### src/common/xbus_pkg.sv
// Bus widths, external address map, master and port indices, address rule type
package xbus_pkg;

  // Bus widths
  localparam int unsigned ADDR_W = 32;
  localparam int unsigned DATA_W = 32;
  localparam int unsigned BE_W   = DATA_W / 8;

  // One address map entry, end address exclusive
  typedef struct packed {
    logic [ADDR_W-1:0] idx;
    logic [ADDR_W-1:0] start_addr;
    logic [ADDR_W-1:0] end_addr;
  } addr_rule_t;

  // Crossbar master numbering
  localparam int unsigned CORE_IDX       = 0;
  localparam int unsigned DMA_IDX        = 1;
  localparam int unsigned SYSTEM_NMASTER = 2;
  // The external master sits right after the system masters
  localparam int unsigned EXTM_IDX       = SYSTEM_NMASTER;

  // Demux port numbering
  localparam int unsigned DEMUX_INT_IDX = 0;
  localparam int unsigned DEMUX_EXT_IDX = 1;

  // External memories behind the crossbar
  localparam int unsigned EXT_NRULES = 2;
  localparam addr_rule_t [EXT_NRULES-1:0] EXT_RULES = '{
    '{idx: 32'd1, start_addr: 32'h2000_1000, end_addr: 32'h2000_2000},
    '{idx: 32'd0, start_addr: 32'h2000_0000, end_addr: 32'h2000_1000}
  };

  // Window steered to the crossbar by the demux
  localparam addr_rule_t [0:0] DEMUX_RULE = '{
    '{idx: DEMUX_EXT_IDX, start_addr: 32'h2000_0000, end_addr: 32'h2001_0000}
  };

endpackage

### src/source/addr_decoder.sv
// Address decoder mapping an address to a port index through a rule table
`timescale 1ns/1ps

module addr_decoder import xbus_pkg::*; #(
  parameter int unsigned NRULES = 1,
  parameter int unsigned NIDX   = 2,
  localparam int unsigned IW    = NIDX > 1 ? $clog2(NIDX) : 1
) (
  input  logic [ADDR_W-1:0]           addr_i,
  input  addr_rule_t [NRULES-1:0]     rules_i,
  input  logic [IW-1:0]               default_idx_i,
  output logic [IW-1:0]               idx_o
);

  logic hit;

  // First matching rule wins, so later rules cannot override it
  always_comb begin
    hit   = 1'b0;
    idx_o = default_idx_i;
    for (int i = 0; i < NRULES; i++) begin
      if (!hit && addr_i >= rules_i[i].start_addr && addr_i < rules_i[i].end_addr) begin
        hit   = 1'b1;
        idx_o = rules_i[i].idx[IW-1:0];
      end
    end
  end

endmodule

### src/xbar/demux_one_to_two.sv
// 1-to-2 OBI demultiplexer with a FIFO of outstanding sides
`timescale 1ns/1ps

module demux_one_to_two import xbus_pkg::*; #(
  parameter int unsigned MAX_OUTSTANDING = 2,
  localparam int unsigned PW = MAX_OUTSTANDING > 1 ? $clog2(MAX_OUTSTANDING) : 1,
  localparam int unsigned CW = $clog2(MAX_OUTSTANDING + 1)
) (
  input  logic              clk_i,
  input  logic              rst_ni,
  input  logic              m_req_i,
  input  logic              m_we_i,
  input  logic [BE_W-1:0]   m_be_i,
  input  logic [ADDR_W-1:0] m_addr_i,
  input  logic [DATA_W-1:0] m_wdata_i,
  output logic              m_gnt_o,
  output logic              m_rvalid_o,
  output logic [DATA_W-1:0] m_rdata_o,
  output logic              int_req_o,
  output logic              int_we_o,
  output logic [BE_W-1:0]   int_be_o,
  output logic [ADDR_W-1:0] int_addr_o,
  output logic [DATA_W-1:0] int_wdata_o,
  input  logic              int_gnt_i,
  input  logic              int_rvalid_i,
  input  logic [DATA_W-1:0] int_rdata_i,
  output logic              ext_req_o,
  output logic              ext_we_o,
  output logic [BE_W-1:0]   ext_be_o,
  output logic [ADDR_W-1:0] ext_addr_o,
  output logic [DATA_W-1:0] ext_wdata_o,
  input  logic              ext_gnt_i,
  input  logic              ext_rvalid_i,
  input  logic [DATA_W-1:0] ext_rdata_i
);

  logic                       side;
  logic                       req_ok;
  logic                       head;
  logic [MAX_OUTSTANDING-1:0] side_q;
  logic [PW-1:0]              wptr_q;
  logic [PW-1:0]              rptr_q;
  logic [CW-1:0]              cnt_q;

  addr_decoder #(
    .NRULES(1),
    .NIDX  (2)
  ) addr_decoder_inst (
    .addr_i       (m_addr_i),
    .rules_i      (DEMUX_RULE),
    .default_idx_i(1'(DEMUX_INT_IDX)),
    .idx_o        (side)
  );

  assign head   = side_q[rptr_q];
  // No side switch until the other side has drained
  assign req_ok = m_req_i && cnt_q != CW'(MAX_OUTSTANDING) && (cnt_q == '0 || head == side);

  // Request fields go to both sides, only req is steered
  assign int_req_o   = req_ok && side == 1'(DEMUX_INT_IDX);
  assign ext_req_o   = req_ok && side == 1'(DEMUX_EXT_IDX);
  assign int_we_o    = m_we_i;
  assign int_be_o    = m_be_i;
  assign int_addr_o  = m_addr_i;
  assign int_wdata_o = m_wdata_i;
  assign ext_we_o    = m_we_i;
  assign ext_be_o    = m_be_i;
  assign ext_addr_o  = m_addr_i;
  assign ext_wdata_o = m_wdata_i;

  assign m_gnt_o    = req_ok && (side == 1'(DEMUX_EXT_IDX) ? ext_gnt_i : int_gnt_i);
  assign m_rvalid_o = cnt_q != '0 && (head == 1'(DEMUX_EXT_IDX) ? ext_rvalid_i : int_rvalid_i);
  assign m_rdata_o  = head == 1'(DEMUX_EXT_IDX) ? ext_rdata_i : int_rdata_i;

  always_ff @(posedge clk_i) begin
    if (m_gnt_o) begin
      side_q[wptr_q] <= side;
    end
  end

  always_ff @(posedge clk_i or negedge rst_ni) begin
    if (!rst_ni) begin
      wptr_q <= '0;
      rptr_q <= '0;
      cnt_q  <= '0;
    end else begin
      if (m_gnt_o) begin
        wptr_q <= (wptr_q == PW'(MAX_OUTSTANDING - 1)) ? '0 : wptr_q + 1'b1;
      end
      if (m_rvalid_o) begin
        rptr_q <= (rptr_q == PW'(MAX_OUTSTANDING - 1)) ? '0 : rptr_q + 1'b1;
      end
      if (m_gnt_o && !m_rvalid_o) begin
        cnt_q <= cnt_q + 1'b1;
      end else if (!m_gnt_o && m_rvalid_o) begin
        cnt_q <= cnt_q - 1'b1;
      end
    end
  end

endmodule

### config.mk
export PLATFORM = sky130hd
export DESIGN_NAME = demux_one_to_two
export DESIGN_NICKNAME = d
export VERILOG_FILES = /design/src/common/xbus_pkg.sv /design/src/source/addr_decoder.sv /design/src/xbar/demux_one_to_two.sv
export SDC_FILE = /design/constraint.sdc
export NUM_CORES = 1
export LEC_CHECK = 0
export ABC_AREA = 1
export BUFFER_PORTS_ARGS = -buffer_cell sky130_fd_sc_hd__buf_2
export CAP_MARGIN = 10
export CELL_PAD_IN_SITES_DETAIL_PLACEMENT = 1
export CELL_PAD_IN_SITES_GLOBAL_PLACEMENT = 1
export CORE_MARGIN = 3
export CORE_UTILIZATION = 24
export DETAILED_ROUTE_END_ITERATION = 10
export PLACE_DENSITY_LB_ADDON = 0.1
export SYNTH_ARGS = -nofsm -noshare
export SYNTH_HDL_FRONTEND = slang
export SYNTH_HIERARCHICAL = 1
export SYNTH_SLANG_ARGS = --single-unit
export TNS_END_PERCENT = 20
### constraint.sdc
create_clock -name clk_i -period 2.3 [get_ports clk_i]
set_input_delay 0.23 -clock clk_i [delete_from_list [all_inputs] [get_ports clk_i]]
set_output_delay 0.23 -clock clk_i [all_outputs]
set_load 0.03 [all_outputs]
==> flow_summary_export.csv <==
group,metric,value,unit
run_status,status,"finished, violations left",
run_status,violations,"negative setup slack",
synth,synth_cell_types,26,
clock_network,root_buffer,"clkbuf_16",
floorplan,core_area,0.0142,sq mm
setup_path,crit_type,"in2reg",
clock_network,clk_latency,0.22,ns
detailed_routing,vias,3656,
cells_and_area,final_core_util,0.362,
synth,synth_enable_flop_cells,2,
global_routing,grt_pass1_vias,3691,
cells_and_area,layout.nets,937,
synth,ys_seq_area_frac,0.0449,
detailed_routing,top_layer,"met5",
sta,fmax,433,MHz
floorplan,fp-row-count,43,
detailed_routing,viasPerCell,4.01,
sta,whs,0.366,ns
detailed_routing,drc,0,
placement,portBuffers,202,
detailed_routing,totalWireLength,12300,microns
placement,dp_slack,-0.298,ns
synth,postSynthCellCount,566,
synth,yosysWarnings,6,
synth,ys_async_sr_fraction,0.667,
floorplan,die_w,128,microns
pwr,power_density,562,mW/mm^2
setup_path,cp-startpoint,"m_addr_i[25]",
cells_and_area,area_growth,44.0,%
setup_path,critPathMaxStageDelay,0.29,ns
clock_network,cts_sinks,6,
cells_and_area,drive_gt1_frac,0.473,
cells_and_area,ff_latch_area,160,sq um
setup_path,cp_cell_sequence,"buf_6 -> ha_4 -> nand2_4 -> nor4_4 -> and3_4 -> nand2_2 -> nand4_1 -> nand2_2 -> inv_2 -> nand3_2 -> nand3_4 -> nand3_4 -> inv_4 -> ha_4 -> a21oi_2 -> o21ai_1 -> xor2_1",
worst_hold_path,hold_path.class,"in2async",
detailed_routing,wl_met3,918,microns
detailed_routing,wl_met1,4700,microns
synth,ys_seq_elements,6,
setup_path,critPathCaptureType,"register",
floorplan,initial_core_util,0.251,
clock_network,cts_buffer_depth,2,
detailed_routing,drtAntennaViolNets,0,
setup_path,cp.required,2.40,ns
cells_and_area,multiInputGateArea,0.00288,sq mm
global_routing,grt_max_degree,34,
global_routing,antenna_found_initial,1,
pwr,p_total,2.89,mW
synth,syn-cell-area,0.00357,sq mm
clock_network,cts_made_buffers,3,
floorplan,die_area,0.0164,sq mm
clock_network,clkTransAtPathRegs,0.03,ns
sta,rsz0062_at_grt,"yes",
cells_and_area,diodes,0,
sta,fin_crit_sh,1.00,
sta,setup_violations,1,
placement,gp_congestion,0.795,
pwr,peakVddDrop,0.229,mV
setup_path,cp_max_fo,4,
sta,fin_skew,0.00135,ns
global_routing,grt_usage,0.136,
clock_network,cts_tree,"built",
setup_path,arrival,2.41,ns
synth,synth_flop_cell,"dfrtp_1",
sta,layout_min_cycle_time,2.31,ns
setup_path,crit_slowest_cell,"nor4_4",
run,drv_cap,0,
sta,maxSlewViolCount,0,
setup_path,path_buf_inv,3,
clock_network,htreeDepth,1,
floorplan,ios,314,
detailed_routing,routed-wl-met2,6570,microns
sta,finalHoldViolations,0,
sta,setup_ws,-0.00918,ns
detailed_routing,drtPass1Iterations,4,
placement,dpl.hpwl,10700,microns
global_routing,overflow,0,
setup_path,r2r-start,"rptr_q",
detailed_routing,drt_iter0_markers,60,
synth,syn_area_per_cell,6.31,sq um
detailed_routing,wl_per_cell,13.5,microns
floorplan,fp.dieH,128,microns
cells_and_area,fillCellCount,1864,
global_routing,grt_pass1_wl,18200,microns
setup_path,crit_family,"simple AND/OR/NAND/NOR gates",
setup_path,start_kind,"primary input",
pwr,leakage,2.76,nW
layout by cell type (no fill, tap or decap), types with 2 or more instances in the layout:
| cell type | synthesis | routed |
|---|---|---|
| a21o_1 | 3 | 3 |
| nand2_4 | 4 | 8 |
| buf_6 | 0 | 18 |
| o21ai_1 | 3 | 2 |
| a21oi_2 | 0 | 8 |
| xor2_1 | 2 | 2 |
| clkbuf_16 | 0 | 3 |
| nor2_2 | 0 | 7 |
| edfxtp_1 | 2 | 2 |
| nand3_1 | 7 | 3 |
| nand4_1 | 7 | 7 |
| a21oi_1 | 29 | 20 |
| ha_1 | 64 | 25 |
| conb_1 | 2 | 66 |
| o21a_1 | 2 | 2 |
| buf_4 | 144 | 42 |
| nand3_2 | 4 | 6 |
| buf_2 | 0 | 178 |
| nand2_1 | 167 | 148 |
| inv_1 | 87 | 84 |
| clkbuf_4 | 0 | 2 |
| nand2_2 | 4 | 19 |
| o21ai_0 | 4 | 4 |
| nor2_1 | 18 | 10 |
| dfrtp_1 | 4 | 4 |
| inv_2 | 3 | 6 |
| ha_4 | 0 | 38 |
| nand3_4 | 0 | 2 |
power by group:
part | internal (mW) | switching, mW
Sequential | 0.158 | 0.0390
Clock | 0.230 | 0.0569
Combinational | 0.821 | 1.58
Total | 1.21 | 1.68
per-stage QoR:
stage               instance area [sq um]  instances  setup TNS, ns
global route                         5140        912         -0.421
detailed placement                   4280        900          -1.06
CTS                                  4500        908         -0.183
finish                               5140        912       -0.00918
floorplan                            3880        630       -0.00469
global placement                     4280        900         -0.668
metal layers:
| metal | vias to the layer above | track usage |
|---|---|---|
| li1 | 1871 | - |
| met1 | 1626 | 0.149 |
| met2 | 140 | 0.268 |
| met3 | 17 | 0.0308 |
| met4 | 2 | 0.0218 |
| met5 | - | 0 |
synth_stat cells, types with 3 or more instances:
cell type,n,area [sq um]
a21o_1,3,22.5
a21oi_1,29,145
buf_4,144,1080
dfrtp_1,4,100
ha_1,64,801
inv_1,87,327
inv_2,3,11.3
nand2_1,167,627
nand2_2,4,25.0
nand2_4,4,45.0
nand3_1,7,35.0
nand3_2,4,40.0
nand4_1,7,43.8
nor2_1,18,67.6
o21ai_0,4,20.0
o21ai_1,3,15.0
area by class of cell:
type,instances,share of cell area
inverters,91,0.0669
multi-input cells,389,0.561
well taps,180,0.0438
clock buffers,4,0.0153
repair buffers,242,0.282
flip-flops and latches,6,0.0312
flip-flops by register name, indices dropped and copies added, names as in the netlist:
register,flops
cnt_q,2
side_q,2
rptr_q,1
wptr_q,1
kinds of logic (layout without fill, tap and decap cells):
| group | count (synthesis) | count (layout) | share of synthesized area |
|---|---|---|---|
| other | 2 | 66 | 0.00210 |
| buffers and inverters | 235 | 337 | 0.399 |
| adders and majority gates | 64 | 64 | 0.224 |
| and+or+nand+nor | 214 | 214 | 0.257 |
| xor gates and xnor gates | 3 | 3 | 0.00736 |
| DFF | 6 | 6 | 0.0449 |
| AOI/OAI and AO/OA | 42 | 42 | 0.0662 |
worst reg2reg max path, stage by stage, from the launching register on:
cell and delay (ns):
dfrtp_1 0.40, inv_2 0.13, nand2_4 0.08, nand2_4 0.28, nand2_2 0.09, nand3_2 0.14
ha_4 0.22, a21oi_2 0.11, o21ai_1 0.09, xor2_1 0.16
worst paths after layout:
check                            to  slack (ns)  cells past startpoint
hold / removal               wptr_q        0.37                      2
hold reg to reg              wptr_q        0.48                      2
min in group clk_i           rptr_q        0.44                      5
setup reg to reg           cnt_q[1]        0.48                      9
max in group asynchronous  cnt_q[0]        1.81                      2
setup / recovery           cnt_q[1]      -0.009                     17
repair_timing:
item	4_1_cts	5_1_grt
resized for setup	21	111
setup endpoints to repair	4	7
endpoints found under the hold margin	4	0
setup buffers	3	5
pin swaps	11	47
hold buffers	1	0
Note: power is estimated with default switching activity, not from simulation.
