<file path="src/common/xbus_pkg.sv">
// Bus widths, external address map, master and port indices, address rule type
package xbus_pkg;

  // Bus widths
  localparam int unsigned ADDR_W = 32;
  localparam int unsigned DATA_W = 32;
  localparam int unsigned BE_W   = DATA_W / 8;

  // One address map entry, end address exclusive
  typedef struct packed {
    logic [ADDR_W-1:0] idx;
    logic [ADDR_W-1:0] start_addr;
    logic [ADDR_W-1:0] end_addr;
  } addr_rule_t;

  // Crossbar master numbering
  localparam int unsigned CORE_IDX       = 0;
  localparam int unsigned DMA_IDX        = 1;
  localparam int unsigned SYSTEM_NMASTER = 2;
  // The external master sits right after the system masters
  localparam int unsigned EXTM_IDX       = SYSTEM_NMASTER;

  // Demux port numbering
  localparam int unsigned DEMUX_INT_IDX = 0;
  localparam int unsigned DEMUX_EXT_IDX = 1;

  // External memories behind the crossbar
  localparam int unsigned EXT_NRULES = 2;
  localparam addr_rule_t [EXT_NRULES-1:0] EXT_RULES = '{
    '{idx: 32'd1, start_addr: 32'h2000_1000, end_addr: 32'h2000_2000},
    '{idx: 32'd0, start_addr: 32'h2000_0000, end_addr: 32'h2000_1000}
  };

  // Window steered to the crossbar by the demux
  localparam addr_rule_t [0:0] DEMUX_RULE = '{
    '{idx: DEMUX_EXT_IDX, start_addr: 32'h2000_0000, end_addr: 32'h2001_0000}
  };

endpackage

</file>
<file path="src/source/addr_decoder.sv">
// Address decoder mapping an address to a port index through a rule table
`timescale 1ns/1ps

module addr_decoder import xbus_pkg::*; #(
  parameter int unsigned NRULES = 1,
  parameter int unsigned NIDX   = 2,
  localparam int unsigned IW    = NIDX > 1 ? $clog2(NIDX) : 1
) (
  input  logic [ADDR_W-1:0]           addr_i,
  input  addr_rule_t [NRULES-1:0]     rules_i,
  input  logic [IW-1:0]               default_idx_i,
  output logic [IW-1:0]               idx_o
);

  logic hit;

  // First matching rule wins, so later rules cannot override it
  always_comb begin
    hit   = 1'b0;
    idx_o = default_idx_i;
    for (int i = 0; i < NRULES; i++) begin
      if (!hit && addr_i >= rules_i[i].start_addr && addr_i < rules_i[i].end_addr) begin
        hit   = 1'b1;
        idx_o = rules_i[i].idx[IW-1:0];
      end
    end
  end

endmodule

</file>
<file path="src/xbar/xbar_arbiter.sv">
// Round-robin arbiter for one crossbar slave port
`timescale 1ns/1ps

module xbar_arbiter #(
  parameter int unsigned NREQ = 3,
  localparam int unsigned IW  = NREQ > 1 ? $clog2(NREQ) : 1
) (
  input  logic            clk_i,
  input  logic            rst_ni,
  input  logic [NREQ-1:0] req_i,
  input  logic            gnt_i,
  output logic [IW-1:0]   sel_o,
  output logic            valid_o
);

  // Requester holding the highest priority this cycle
  logic [IW-1:0] ptr_q;

  // Scan downwards so the candidate closest to the pointer is kept last
  always_comb begin
    int cand;
    sel_o   = '0;
    valid_o = 1'b0;
    for (int k = NREQ - 1; k >= 0; k--) begin
      cand = (int'(ptr_q) + k) % int'(NREQ);
      if (req_i[cand]) begin
        sel_o   = IW'(cand);
        valid_o = 1'b1;
      end
    end
  end

  // Move past the winner only once its address phase is done
  always_ff @(posedge clk_i or negedge rst_ni) begin
    if (!rst_ni) begin
      ptr_q <= '0;
    end else if (gnt_i) begin
      if (sel_o == IW'(NREQ - 1)) begin
        ptr_q <= '0;
      end else begin
        ptr_q <= sel_o + 1'b1;
      end
    end
  end

endmodule

</file>
<file path="src/xbar/xbar_n_to_m.sv">
// N-to-M OBI crossbar with per-slave round-robin and in-order response routing
`timescale 1ns/1ps

module xbar_n_to_m import xbus_pkg::*; #(
  parameter int unsigned NMASTER         = 3,
  parameter int unsigned NSLAVE          = 2,
  parameter int unsigned MAX_OUTSTANDING = 2,
  localparam int unsigned MIW    = NMASTER > 1 ? $clog2(NMASTER) : 1,
  localparam int unsigned SIW    = NSLAVE > 1 ? $clog2(NSLAVE) : 1,
  localparam int unsigned CW     = $clog2(MAX_OUTSTANDING + 1),
  localparam int unsigned SDEPTH = NMASTER * MAX_OUTSTANDING,
  localparam int unsigned SPW    = SDEPTH > 1 ? $clog2(SDEPTH) : 1
) (
  input  logic                             clk_i,
  input  logic                             rst_ni,
  input  logic [SIW-1:0]                   default_idx_i,
  input  logic [NMASTER-1:0]               m_req_i,
  input  logic [NMASTER-1:0]               m_we_i,
  input  logic [NMASTER-1:0][BE_W-1:0]     m_be_i,
  input  logic [NMASTER-1:0][ADDR_W-1:0]   m_addr_i,
  input  logic [NMASTER-1:0][DATA_W-1:0]   m_wdata_i,
  output logic [NMASTER-1:0]               m_gnt_o,
  output logic [NMASTER-1:0]               m_rvalid_o,
  output logic [NMASTER-1:0][DATA_W-1:0]   m_rdata_o,
  output logic [NSLAVE-1:0]                s_req_o,
  output logic [NSLAVE-1:0]                s_we_o,
  output logic [NSLAVE-1:0][BE_W-1:0]      s_be_o,
  output logic [NSLAVE-1:0][ADDR_W-1:0]    s_addr_o,
  output logic [NSLAVE-1:0][DATA_W-1:0]    s_wdata_o,
  input  logic [NSLAVE-1:0]                s_gnt_i,
  input  logic [NSLAVE-1:0]                s_rvalid_i,
  input  logic [NSLAVE-1:0][DATA_W-1:0]    s_rdata_i
);

  logic [NMASTER-1:0][SIW-1:0] tgt;
  logic [NMASTER-1:0][CW-1:0]  out_cnt_q;
  logic [NMASTER-1:0][SIW-1:0] out_slv_q;
  logic [NMASTER-1:0]          req_ok;
  logic [NSLAVE-1:0][MIW-1:0]  arb_sel;
  logic [NSLAVE-1:0]           arb_valid;
  logic [NSLAVE-1:0][MIW-1:0]  rsp_head;

  // Master side
  // ------------------------------
  for (genvar i = 0; i < NMASTER; i++) begin : gen_master
    addr_decoder #(
      .NRULES(EXT_NRULES),
      .NIDX  (NSLAVE)
    ) addr_decoder_inst (
      .addr_i       (m_addr_i[i]),
      .rules_i      (EXT_RULES),
      .default_idx_i(default_idx_i),
      .idx_o        (tgt[i])
    );

    // Hold back a switch of target while responses are pending, or when full
    assign req_ok[i] = m_req_i[i] && out_cnt_q[i] != CW'(MAX_OUTSTANDING)
                       && (out_cnt_q[i] == '0 || out_slv_q[i] == tgt[i]);

    // All pending transactions of a master share one slave
    always_ff @(posedge clk_i or negedge rst_ni) begin
      if (!rst_ni) begin
        out_cnt_q[i] <= '0;
        out_slv_q[i] <= '0;
      end else begin
        if (m_gnt_o[i]) begin
          out_slv_q[i] <= tgt[i];
        end
        if (m_gnt_o[i] && !m_rvalid_o[i]) begin
          out_cnt_q[i] <= out_cnt_q[i] + 1'b1;
        end else if (!m_gnt_o[i] && m_rvalid_o[i]) begin
          out_cnt_q[i] <= out_cnt_q[i] - 1'b1;
        end
      end
    end
  end

  // Slave side
  // ------------------------------
  for (genvar s = 0; s < NSLAVE; s++) begin : gen_slave
    logic [NMASTER-1:0]            slv_req;
    logic [SDEPTH-1:0][MIW-1:0]    owner_q;
    logic [SPW-1:0]                wptr_q;
    logic [SPW-1:0]                rptr_q;

    always_comb begin
      for (int i = 0; i < NMASTER; i++) begin
        slv_req[i] = req_ok[i] && tgt[i] == SIW'(s);
      end
    end

    xbar_arbiter #(
      .NREQ(NMASTER)
    ) xbar_arbiter_inst (
      .clk_i  (clk_i),
      .rst_ni (rst_ni),
      .req_i  (slv_req),
      .gnt_i  (s_gnt_i[s] && arb_valid[s]),
      .sel_o  (arb_sel[s]),
      .valid_o(arb_valid[s])
    );

    assign s_req_o[s]   = arb_valid[s];
    assign s_we_o[s]    = m_we_i[arb_sel[s]];
    assign s_be_o[s]    = m_be_i[arb_sel[s]];
    assign s_addr_o[s]  = m_addr_i[arb_sel[s]];
    assign s_wdata_o[s] = m_wdata_i[arb_sel[s]];

    // Owner of each accepted request, oldest at the read pointer
    always_ff @(posedge clk_i) begin
      if (s_req_o[s] && s_gnt_i[s]) begin
        owner_q[wptr_q] <= arb_sel[s];
      end
    end

    always_ff @(posedge clk_i or negedge rst_ni) begin
      if (!rst_ni) begin
        wptr_q <= '0;
        rptr_q <= '0;
      end else begin
        if (s_req_o[s] && s_gnt_i[s]) begin
          wptr_q <= (wptr_q == SPW'(SDEPTH - 1)) ? '0 : wptr_q + 1'b1;
        end
        if (s_rvalid_i[s]) begin
          rptr_q <= (rptr_q == SPW'(SDEPTH - 1)) ? '0 : rptr_q + 1'b1;
        end
      end
    end

    assign rsp_head[s] = owner_q[rptr_q];
  end

  // Grant back to the winning master of each slave
  always_comb begin
    m_gnt_o = '0;
    for (int s = 0; s < NSLAVE; s++) begin
      if (arb_valid[s] && s_gnt_i[s]) begin
        m_gnt_o[arb_sel[s]] = 1'b1;
      end
    end
  end

  // Responses to the owner recorded at grant time
  always_comb begin
    m_rvalid_o = '0;
    m_rdata_o  = '0;
    for (int s = 0; s < NSLAVE; s++) begin
      if (s_rvalid_i[s]) begin
        m_rvalid_o[rsp_head[s]] = 1'b1;
        m_rdata_o[rsp_head[s]]  = s_rdata_i[s];
      end
    end
  end

endmodule

</file>
<file path="config.mk">
export PLATFORM = sky130hd
export DESIGN_NAME = xbar_n_to_m
export DESIGN_NICKNAME = d
export VERILOG_FILES = /design/src/common/xbus_pkg.sv /design/src/source/addr_decoder.sv /design/src/xbar/xbar_arbiter.sv /design/src/xbar/xbar_n_to_m.sv
export SDC_FILE = /design/constraint.sdc
export NUM_CORES = 1
export LEC_CHECK = 0
export BUFFER_PORTS_ARGS = -buffer_cell sky130_fd_sc_hd__buf_2
export CAP_MARGIN = 20
export CORE_AREA = 5 5 198 200
export CTS_CLUSTER_DIAMETER = 120
export DETAILED_ROUTE_END_ITERATION = 6
export DIE_AREA = 0 0 203 205
export SLEW_MARGIN = 20
export SYNTH_ARGS = -nofsm -noshare
export SYNTH_HDL_FRONTEND = slang
export SYNTH_SLANG_ARGS = --single-unit
</file>
<file path="constraint.sdc">
create_clock -name clk_i -period 3.8 [get_ports clk_i]
set_clock_uncertainty 0.2 [all_clocks]
set_input_delay 0.38 -clock clk_i [delete_from_list [all_inputs] [get_ports clk_i]]
set_output_delay 0.38 -clock clk_i [all_outputs]
set_load 0.1 [all_outputs]
</file>
==> run_results.csv, run 1 <==
group,metric,value,unit
detailed_routing,wl,38.8,mm
detailed_routing,via_per_inst,5.03,
synth,synth_edf_count,24,
die,ios,523,
setup_path,r2r_start,"out_cnt_q[2]",
min_path,hp-start,"s_rvalid_i[0]",
synth,syn_nets,1100,
clock_tree,root_buffer,"clkbuf_16",
setup_path,ff2ff_path_depth,9,
flow_run,cap_violations,0,
setup_path,end_kind,"output pin",
synth,ys.warnings.count,0,
detailed_routing,dr.pass1.iters,5,
sta,fin_crit_sh,0.976,
setup_path,cp-start-kind,"input pin",
detailed_routing,via_count,9052,
synth,yosysUniqueCellTypes,57,
die,start_util,0.171,
synth,synth_async_sr_flop_share,0.510,
die,fp.dieArea,41600,sq um
global_route,grtUsageTotal,0.172,
placement,place_area,11500,sq um
setup_path,required,3220,ps
die,fp.dieW,203,um
detailed_routing,post_drt_wl_per_cell,21.5,um
sta,drv_slew,0,
global_route,antenna_found_initial,17,
detailed_routing,drtIter0Drc,788,
detailed_routing,antenna_left,0,
setup_path,r2r_slack,550,ps
setup_path,crit_type,"input pin to output pin",
clock_tree,clk_path_buf_depth,2,
sta,period_minus_slack,3710,ps
placement,dp_hpwl,33.3,mm
finish,area_growth,85.6,%
clock_tree,clk_pin_slew,60,ps
detailed_routing,post-route-drc-count,0,
global_route,grt-ovfl-total,0,
finish,drive_above_1_share,0.526,
finish,fin_nets,1609,
synth,ys_ff_latch,49,
finish,final_area,11800,sq um
synth,synth_top_area_share,0.113,
synth,yosysTopAreaCell,"edfxtp_1",
die,rows,71,
min_path,holdPathStages,2,
clock_tree,cts_tree,"done",
min_path,hold_class,"input pin to flip-flop",
global_route,grt_max_degree,42,
global_route,grt_pass1_wl,56.2,mm
synth,synth.avg_cell_area,7.86,sq um
synth,synth-seq-area-share,0.211,
synth,yosys-top-cells-area,"edfxtp_1 11%, a221o_1 11%, dfrtp_1 9.8%",
clock_tree,clock_latency,290,ps
sta,relSlewSlack,0.584,
setup_path,timing.rr.end,"gen_slave[1].owner_q[8]",
placement,numPortBuffers,522,
outcome,status,"complete, no violations",
clock_tree,cts_made_buffers,5,
synth,synthCells,812,
synth,synth_flop_cell,"dfrtp_1",
placement,gp_routability_congestion,0.928,
sta,finalHoldViolCount,0,
min_path,min_to,"gen_slave[0].rptr_q[0]",
synth,syn_area,6380,sq um
setup_path,worstPathArrival,3130,ps
die,core-area,37200,sq um
sta,tightest_slew,624,ps
clock_tree,cts_sinks,49,
die,die_h,205,um
sta,fmax,0.270,GHz
clock_tree,h-tree-depth,2,
global_route,grt_pass1_vias,9100,
sta,setup_viol,0,
setup_path,cp_max_fo,23,
sta,rsz0062_at_grt,"true",
-- area by class of cell --
class	count	area, sq um
timing repair buffer	581	4760
clock buffer	5	125
tap	474	593
antenna	5	12.5
clock inverter	3	28.8
inverter	87	327
multi-input combinational	597	4650
fill	3882	25400
sequential	49	1350
-- synth_stat cells, types with 4 or more instances --
master    instances
clkbuf_1         46
o21ai_1          58
a221o_1          69
mux2_2            5
nor3_2            6
inv_1            87
mux2i_1          42
or3_1             4
buf_4            10
o21ai_0          22
o21a_1            4
edfxtp_1         24
buf_2            21
xor2_1            8
nor4_1            8
nor2_1           51
nand3_1          10
nand2_1          24
ha_1              7
mux4_2            4
dfrtp_1          25
a21o_1            7
nor4_2            4
xnor2_1           4
a22oi_1          69
a22o_1           64
nor3_1           77
-- critical path, stage by stage --
cell	delay (ps)
buf_2	150
nor4_1	320
nand2_1	190
nor3_2	170
mux2_2	370
or3b_1	400
o21ai_4	270
buf_12	190
buf_12	170
a22oi_1	100
o21ai_1	180
buf_12	220
-- cells by family after synthesis --
logic type	count (synthesis)	synth area share
simple gates	212	0.178
compound gates	312	0.379
xor+xnor	12	0.0165
buf+inv	166	0.108
mux	51	0.0889
fa+ha+maj	10	0.0186
flops	49	0.211
-- flip-flops by register name (all words and copies together), names as in the netlist --
| signal | flops |
|---|---|
| gen_slave.owner_q | 24 |
| gen_slave.rptr_q | 6 |
| gen_slave.wptr_q | 6 |
| out_cnt_q | 6 |
| gen_slave.xbar_arbiter_inst.ptr_q | 4 |
| out_slv_q | 3 |
-- cell usage in the layout (no fill, tap or decap), drive strengths merged, types with 3 or more instances in the layout --
master,netlist,final
a221o,69,69
a22oi,69,69
nor3,83,83
mux4,4,4
or2,3,3
dfrtp,25,25
a22o,64,64
mux2,5,5
buf,33,571
nand2b,3,3
inv,87,89
clkbuf,46,14
a21o,7,7
o21ai,81,81
and2,3,3
nor4,12,12
edfxtp,24,24
mux2i,42,42
nand2,24,24
nor2b,3,3
maj3,3,3
and3,3,3
nor2,52,52
xor2,8,8
o21a,4,4
nor4b,6,6
diode,0,5
o2bb2ai,3,3
or3,5,5
nand3,10,10
xnor2,4,4
ha,7,7
-- layer usage --
| metal | up-vias | GRT usage | routed length (um) |
|---|---|---|---|
| met4 | 18 | 0.0628 | 1480 |
| met2 | 540 | 0.312 | 19600 |
| li1 | 4170 | - | - |
| met3 | 85 | 0.0540 | 3800 |
| met1 | 4239 | 0.189 | 13700 |
| met5 | - | 0 | 104 |
-- what timing repair did --
action,CTS,global route
buffers inserted,0,1
hold endpoints to repair,25,0
setup endpoints to repair,32,98
resized for setup,9,50
cloned,0,0
hold buffers,1,0
pin swaps,0,4
-- stage by stage --
stage | TNS, ps | setup slack [ps] | hold slack (ps) | std cells | util
4_1_cts | 0 | 20.5 | 129 | 1795 | 0.314
3_3_place_gp | -3540 | -271 | 215 | 1786 | 0.309
3_5_place_dp | -1410 | -228 | 216 | 1786 | 0.309
6_report | 0 | 92.5 | 137 | 1801 | 0.318
5_1_grt | -17.6 | -10.5 | 147 | 1798 | 0.318
2_1_floorplan | -17870 | -345 | -116 | 812 | -
-- worst max path at each step --
stage | slack, ps | end | cells after the start | start
5_1_grt | -10 | s_wdata_o[30] | 12 | gen_slave[0].xbar_arbiter_inst.ptr_q[0]
3_3_place_gp | -270 | s_addr_o[63] | 12 | m_addr_i[31]
4_1_cts | 20 | s_addr_o[60] | 12 | m_addr_i[31]
3_5_place_dp | -230 | s_addr_o[63] | 12 | m_addr_i[31]
6_report | 90 | s_wdata_o[51] | 12 | m_addr_i[58]
2_1_floorplan | -340 | s_wdata_o[46] | 10 | m_addr_i[31]
Power of run 1 is left out: the tool's default activity adds up to more than one toggle a clock period on the data nets, which glitch-free logic cannot reach.
==> run 2, diff against run 1 <==
- CORE_AREA: 5 5 198 200 -> 2 2 206 208
- DIE_AREA: 0 0 203 205 -> 0 0 208 210
==> run_results.csv, run 2 (synthesized netlist as in run 1, its figures left out) <==
group,metric,value,unit
finish,drive_above_1_share,0.525,
min_path,hold_class,"input pin to flip-flop",
sta,setup_viol,0,
sta,finalHoldViolCount,0,
finish,largest_reg_flops,24,
setup_path,cpMaxStageDelayCell,"clkbuf_4",
global_route,grtUsageTotal,0.171,
detailed_routing,via_count,9237,
clock_tree,h-tree-depth,2,
setup_path,crit_chain,"buf_2, nor4b_2, buf_4, nand4_1, nor3_4, nor3_2, o21a_1, buf_4, nor3_4, buf_12, buf_12, nor3_1, a221o_1, clkbuf_4",
setup_path,r2r_start,"gen_slave[0].xbar_arbiter_inst.ptr_q[0]",
die,fp.dieW,208,um
setup_path,crit_type,"input pin to output pin",
sta,fmax,0.271,GHz
global_route,grt_pass1_wl,57.0,mm
finish,fin_util,0.300,
outcome,status,"complete, no violations",
setup_path,worstPathArrival,3110,ps
detailed_routing,dr.pass1.iters,5,
setup_path,critical_path.startpoint,"m_addr_i[31]",
detailed_routing,wl,40.4,mm
clock_tree,root_buffer,"clkbuf_16",
sta,drv_slew,0,
setup_path,required,3220,ps
global_route,grt_max_degree,47,
clock_tree,cts_tree,"done",
detailed_routing,post_drt_wl_per_cell,21.4,um
finish,final_common_cell,"buf_2",
sta,tightest_slew,672,ps
detailed_routing,antenna_left,0,
die,rows,75,
die,start_util,0.154,
flow_run,cap_violations,0,
global_route,grt_pass1_vias,8946,
finish,final_area,12400,sq um
die,fp.dieArea,43700,sq um
setup_path,cp_max_fo,32,
clock_tree,cts_made_buffers,5,
die,die_h,210,um
sta,fin_crit_sh,0.970,
setup_path,slowest_delay,290,ps
setup_path,end_kind,"output pin",
setup_path,crit_family,"buffers and inverters",
global_route,grt-ovfl-total,0,
detailed_routing,via_per_inst,4.89,
placement,gp_routability_congestion,1.00,
placement,numPortBuffers,522,
detailed_routing,drtIter0Drc,672,
clock_tree,clock_latency,290,ps
detailed_routing,post-route-drc-count,0,
clock_tree,clk_pin_slew,60,ps
clock_tree,clk_path_buf_depth,2,
setup_path,path_buf_inv,6,
placement,pre_cts_slack,-95.7,ps
placement,place_area,12000,sq um
sta,relSlewSlack,0.552,
placement,dp_hpwl,34.7,mm
sta,period_minus_slack,3690,ps
finish,fin_nets,1621,
sta,worst_slack,113,ps
global_route,antenna_found_initial,25,
finish,largest_register,"gen_slave.owner_q",
die,core-area,41500,sq um
finish,area_growth,94.8,%
clock_tree,cts_sinks,49,
min_path,hp-start,"s_rvalid_i[0]",
finish,final_cell_mix,"344 x buf_2, 131 x buf_12, 87 x inv_1",
die,ios,523,
setup_path,cp-start-kind,"input pin",
## run 2: metrics by stage
stage / cells / hold slack, ps / setup TNS (ps)
2_1_floorplan: 812 / -116 / -17870
3_3_place_gp: 1863 / 210 / -230
3_5_place_dp: 1863 / 223 / -197
4_1_cts: 1872 / 132 / 0
5_1_grt: 1884 / 144 / -262
6_report: 1888 / 137 / 0
## run 2: final timing paths
path                       cells past startpoint  slack (ps)                endpoint
setup / recovery                              14         110           s_wdata_o[24]
hold / removal                                 2         140  gen_slave[0].rptr_q[0]
setup reg to reg                              15         450            out_cnt_q[1]
hold reg to reg                                1         300            out_cnt_q[3]
max in group asynchronous                      2        2550  gen_slave[0].rptr_q[2]
min in group asynchronous                      2         460  gen_slave[1].rptr_q[2]
## run 2: worst reg2reg max path: stages (launching register included)
cell      delay, ps
dfrtp_1         380
inv_1            50
ha_1            340
inv_1           150
nor2_1          110
o31ai_1         200
nand2_1         120
a311oi_4        260
buf_12          220
buf_4           270
or3_1           220
o21ai_4          90
ha_1            200
xor2_1          160
nor2_1          130
xor2_1          150
## run 2: per-layer routing
metal,GRT usage,wire length (um)
met1,0.179,14400
met2,0.308,20200
met3,0.0496,3440
met4,0.0915,2340
met5,0,104
## run 2: repair_timing
item	in CTS	in global routing
cloned	0	1
endpoints found under the setup margin	5	151
hold buffers	1	0
endpoints found under the hold margin	25	0
pin swaps	0	4
setup buffers	0	0
resized for setup	5	103
## run 2: final cells by class
| cell class | instances | area (sq um) |
|---|---|---|
| clock inverter | 3 | 20.0 |
| inverter | 87 | 327 |
| tap | 539 | 674 |
| sequential | 49 | 1350 |
| multi-input combinational | 597 | 4610 |
| timing repair buffer | 593 | 5290 |
| fill | 4407 | 29000 |
| clock buffer | 5 | 125 |
| antenna | 15 | 37.5 |
Power of run 2 is left out for the same reason.
==> run 3, diff against run 2 <==
--- a/constraint.sdc
+++ b/constraint.sdc
@@ -3,3 +3,3 @@
 set_input_delay 0.38 -clock clk_i [delete_from_list [all_inputs] [get_ports clk_i]]
 set_output_delay 0.38 -clock clk_i [all_outputs]
-set_load 0.1 [all_outputs]
+set_load 0.01 [all_outputs]
==> run_results.csv, run 3 (synthesized netlist as in run 1, its figures left out) <==
group,metric,value,unit
setup_path,worstPathArrival,3110,ps
die,core-area,41500,sq um
setup_path,required,3220,ps
clock_tree,cts_sinks,49,
detailed_routing,post-route-drc-count,0,
sta,relSlewSlack,0.615,
setup_path,cp-start-kind,"input pin",
die,fp.dieArea,43700,sq um
sta,worst_slack,107,ps
outcome,status,"complete, no violations",
sta,setup_viol,0,
finish,fin_nets,1641,
sta,period_minus_slack,3690,ps
finish,area_growth,65.5,%
detailed_routing,top_layer,"met5",
die,ios,523,
global_route,grtUsageTotal,0.168,
sta,fin_crit_sh,0.972,
pwr,p_switching,3.51,mW
global_route,antenna_found_initial,23,
setup_path,end_kind,"output pin",
pwr,seqPwrFrac,0.130,
pwr,switching_share,0.505,
clock_tree,h-tree-depth,2,
placement,pre_cts_slack,-46.1,ps
die,die_h,210,um
pwr,combPwrFrac,0.796,
global_route,grt_max_degree,47,
pwr,finalPower,6.94,mW
sta,finalHoldViolCount,0,
placement,place_inst,1876,
finish,final_cell_mix,"522 x buf_2, 87 x inv_1, 77 x nor3_1",
pwr,internal-power,3.44,mW
die,start_util,0.154,
detailed_routing,wl_met3,3.31,mm
sta,tightest_slew,577,ps
pwr,clkPwrFrac,0.073,
setup_path,cp_max_fo,6,
pwr,p_leak,5.44,nW
finish,regArea,1350,sq um
finish,largest_register,"gen_slave.owner_q",
detailed_routing,via_per_inst,4.91,
finish,nFillCells,4613,
pwr,p_per_area,658,nW/um^2
clock_tree,clock_latency,290,ps
finish,stdcell_count,1902,
clock_tree,cts_made_buffers,5,
clock_tree,clk_pin_slew,60,ps
pwr,ir_worst_vdd,0.000307,V
finish,final_area,10600,sq um
detailed_routing,antenna_left,0,
min_path,hold_class,"input pin to flip-flop",
detailed_routing,via_count,9340,
detailed_routing,wl_met2,20.4,mm
clock_tree,cts_tree,"done",
detailed_routing,post_drt_wl_per_cell,21.2,um
placement,dp_hpwl,34.1,mm
die,rows,75,
clock_tree,root_buffer,"clkbuf_16",
global_route,grt_pass1_wl,56.4,mm
finish,largest_reg_flops,24,
sta,drv_slew,0,
sta,fmax,0.271,GHz
clock_tree,clk_path_buf_depth,2,
sta,setup_tns,0,ps
detailed_routing,wl_met1,14.8,mm
finish,final_common_cell,"buf_2",
placement,gp_routability_congestion,0.928,
detailed_routing,drtIter0Drc,547,
placement,place_area,10200,sq um
placement,numPortBuffers,522,
global_route,grt_pass1_vias,8972,
finish,drive_above_1_share,0.493,
die,fp.dieW,208,um
global_route,grt-ovfl-total,0,
finish,multiInputGateArea,4450,sq um
detailed_routing,wl,40.3,mm
detailed_routing,dr.pass1.iters,5,
setup_path,crit_type,"input pin to output pin",
flow_run,cap_violations,0,
-- run 3: cell type report --
cell class | instances | area share
tap | 539 | 0.0639
clock buffer | 6 | 0.0132
multi-input combinational | 597 | 0.422
antenna | 9 | 0.00213
inverter | 87 | 0.0309
timing repair buffer | 613 | 0.337
sequential | 49 | 0.128
clock inverter | 2 | 0.00356
-- run 3: path summary, 6_finish.rpt --
check | from | to | slack [ps] | cells past startpoint
min in group asynchronous | rst_ni | gen_slave[1].rptr_q[0] | 450 | 2
min | s_rvalid_i[1] | gen_slave[1].rptr_q[0] | 140 | 2
max reg2reg | out_cnt_q[4] | out_cnt_q[5] | 540 | 11
max in group asynchronous | rst_ni | gen_slave[0].wptr_q[2] | 2570 | 2
max | m_addr_i[94] | s_wdata_o[40] | 110 | 14
min reg2reg | out_slv_q[0] | out_slv_q[0] | 300 | 1
-- run 3: power by group through the flow --
stage | combinational (mW) | clock [mW] | sequential, mW
2_1_floorplan | 3.04 | 0 | 0.844
3_3_place_gp | 5.34 | 0 | 0.904
3_5_place_dp | 5.39 | 0 | 0.911
4_1_cts | 5.41 | 0.520 | 0.906
5_1_grt | 5.92 | 0.540 | 0.932
6_report | 5.53 | 0.510 | 0.904
-- run 3: layer usage --
layer | vias to the layer above | track usage
met5 | - | 0
met4 | 28 | 0.0646
met3 | 85 | 0.0465
met2 | 492 | 0.307
met1 | 4493 | 0.184
li1 | 4242 | -
-- run 3: stage by stage --
stage / utilization / hold WS [ps]
after global placement: 0.245 / 213
after global routing: 0.254 / 144
final: 0.255 / 135
after CTS: 0.250 / 130
after detailed placement: 0.245 / 214
after floorplan: - / -116
-- run 3: timing repair --
item                       4_1_cts  5_1_grt
gates resized for setup          3       12
cloned                           0        3
buffers inserted                 0        5
setup endpoints to repair        2       93
pin swaps                        0        5
hold buffers                     1        0
hold endpoints to repair        25        0
-- run 3: worst max-delay path: stages --
cell,delay [ps]
buf_2,130
nor4b_2,300
buf_4,180
and4_1,200
nand3_1,100
a21boi_2,260
or3b_4,420
o21ai_4,230
buf_4,180
clkbuf_16,160
buf_4,110
a22oi_1,80
o21ai_1,180
buf_2,190
Power figures use the tool's default switching activity.
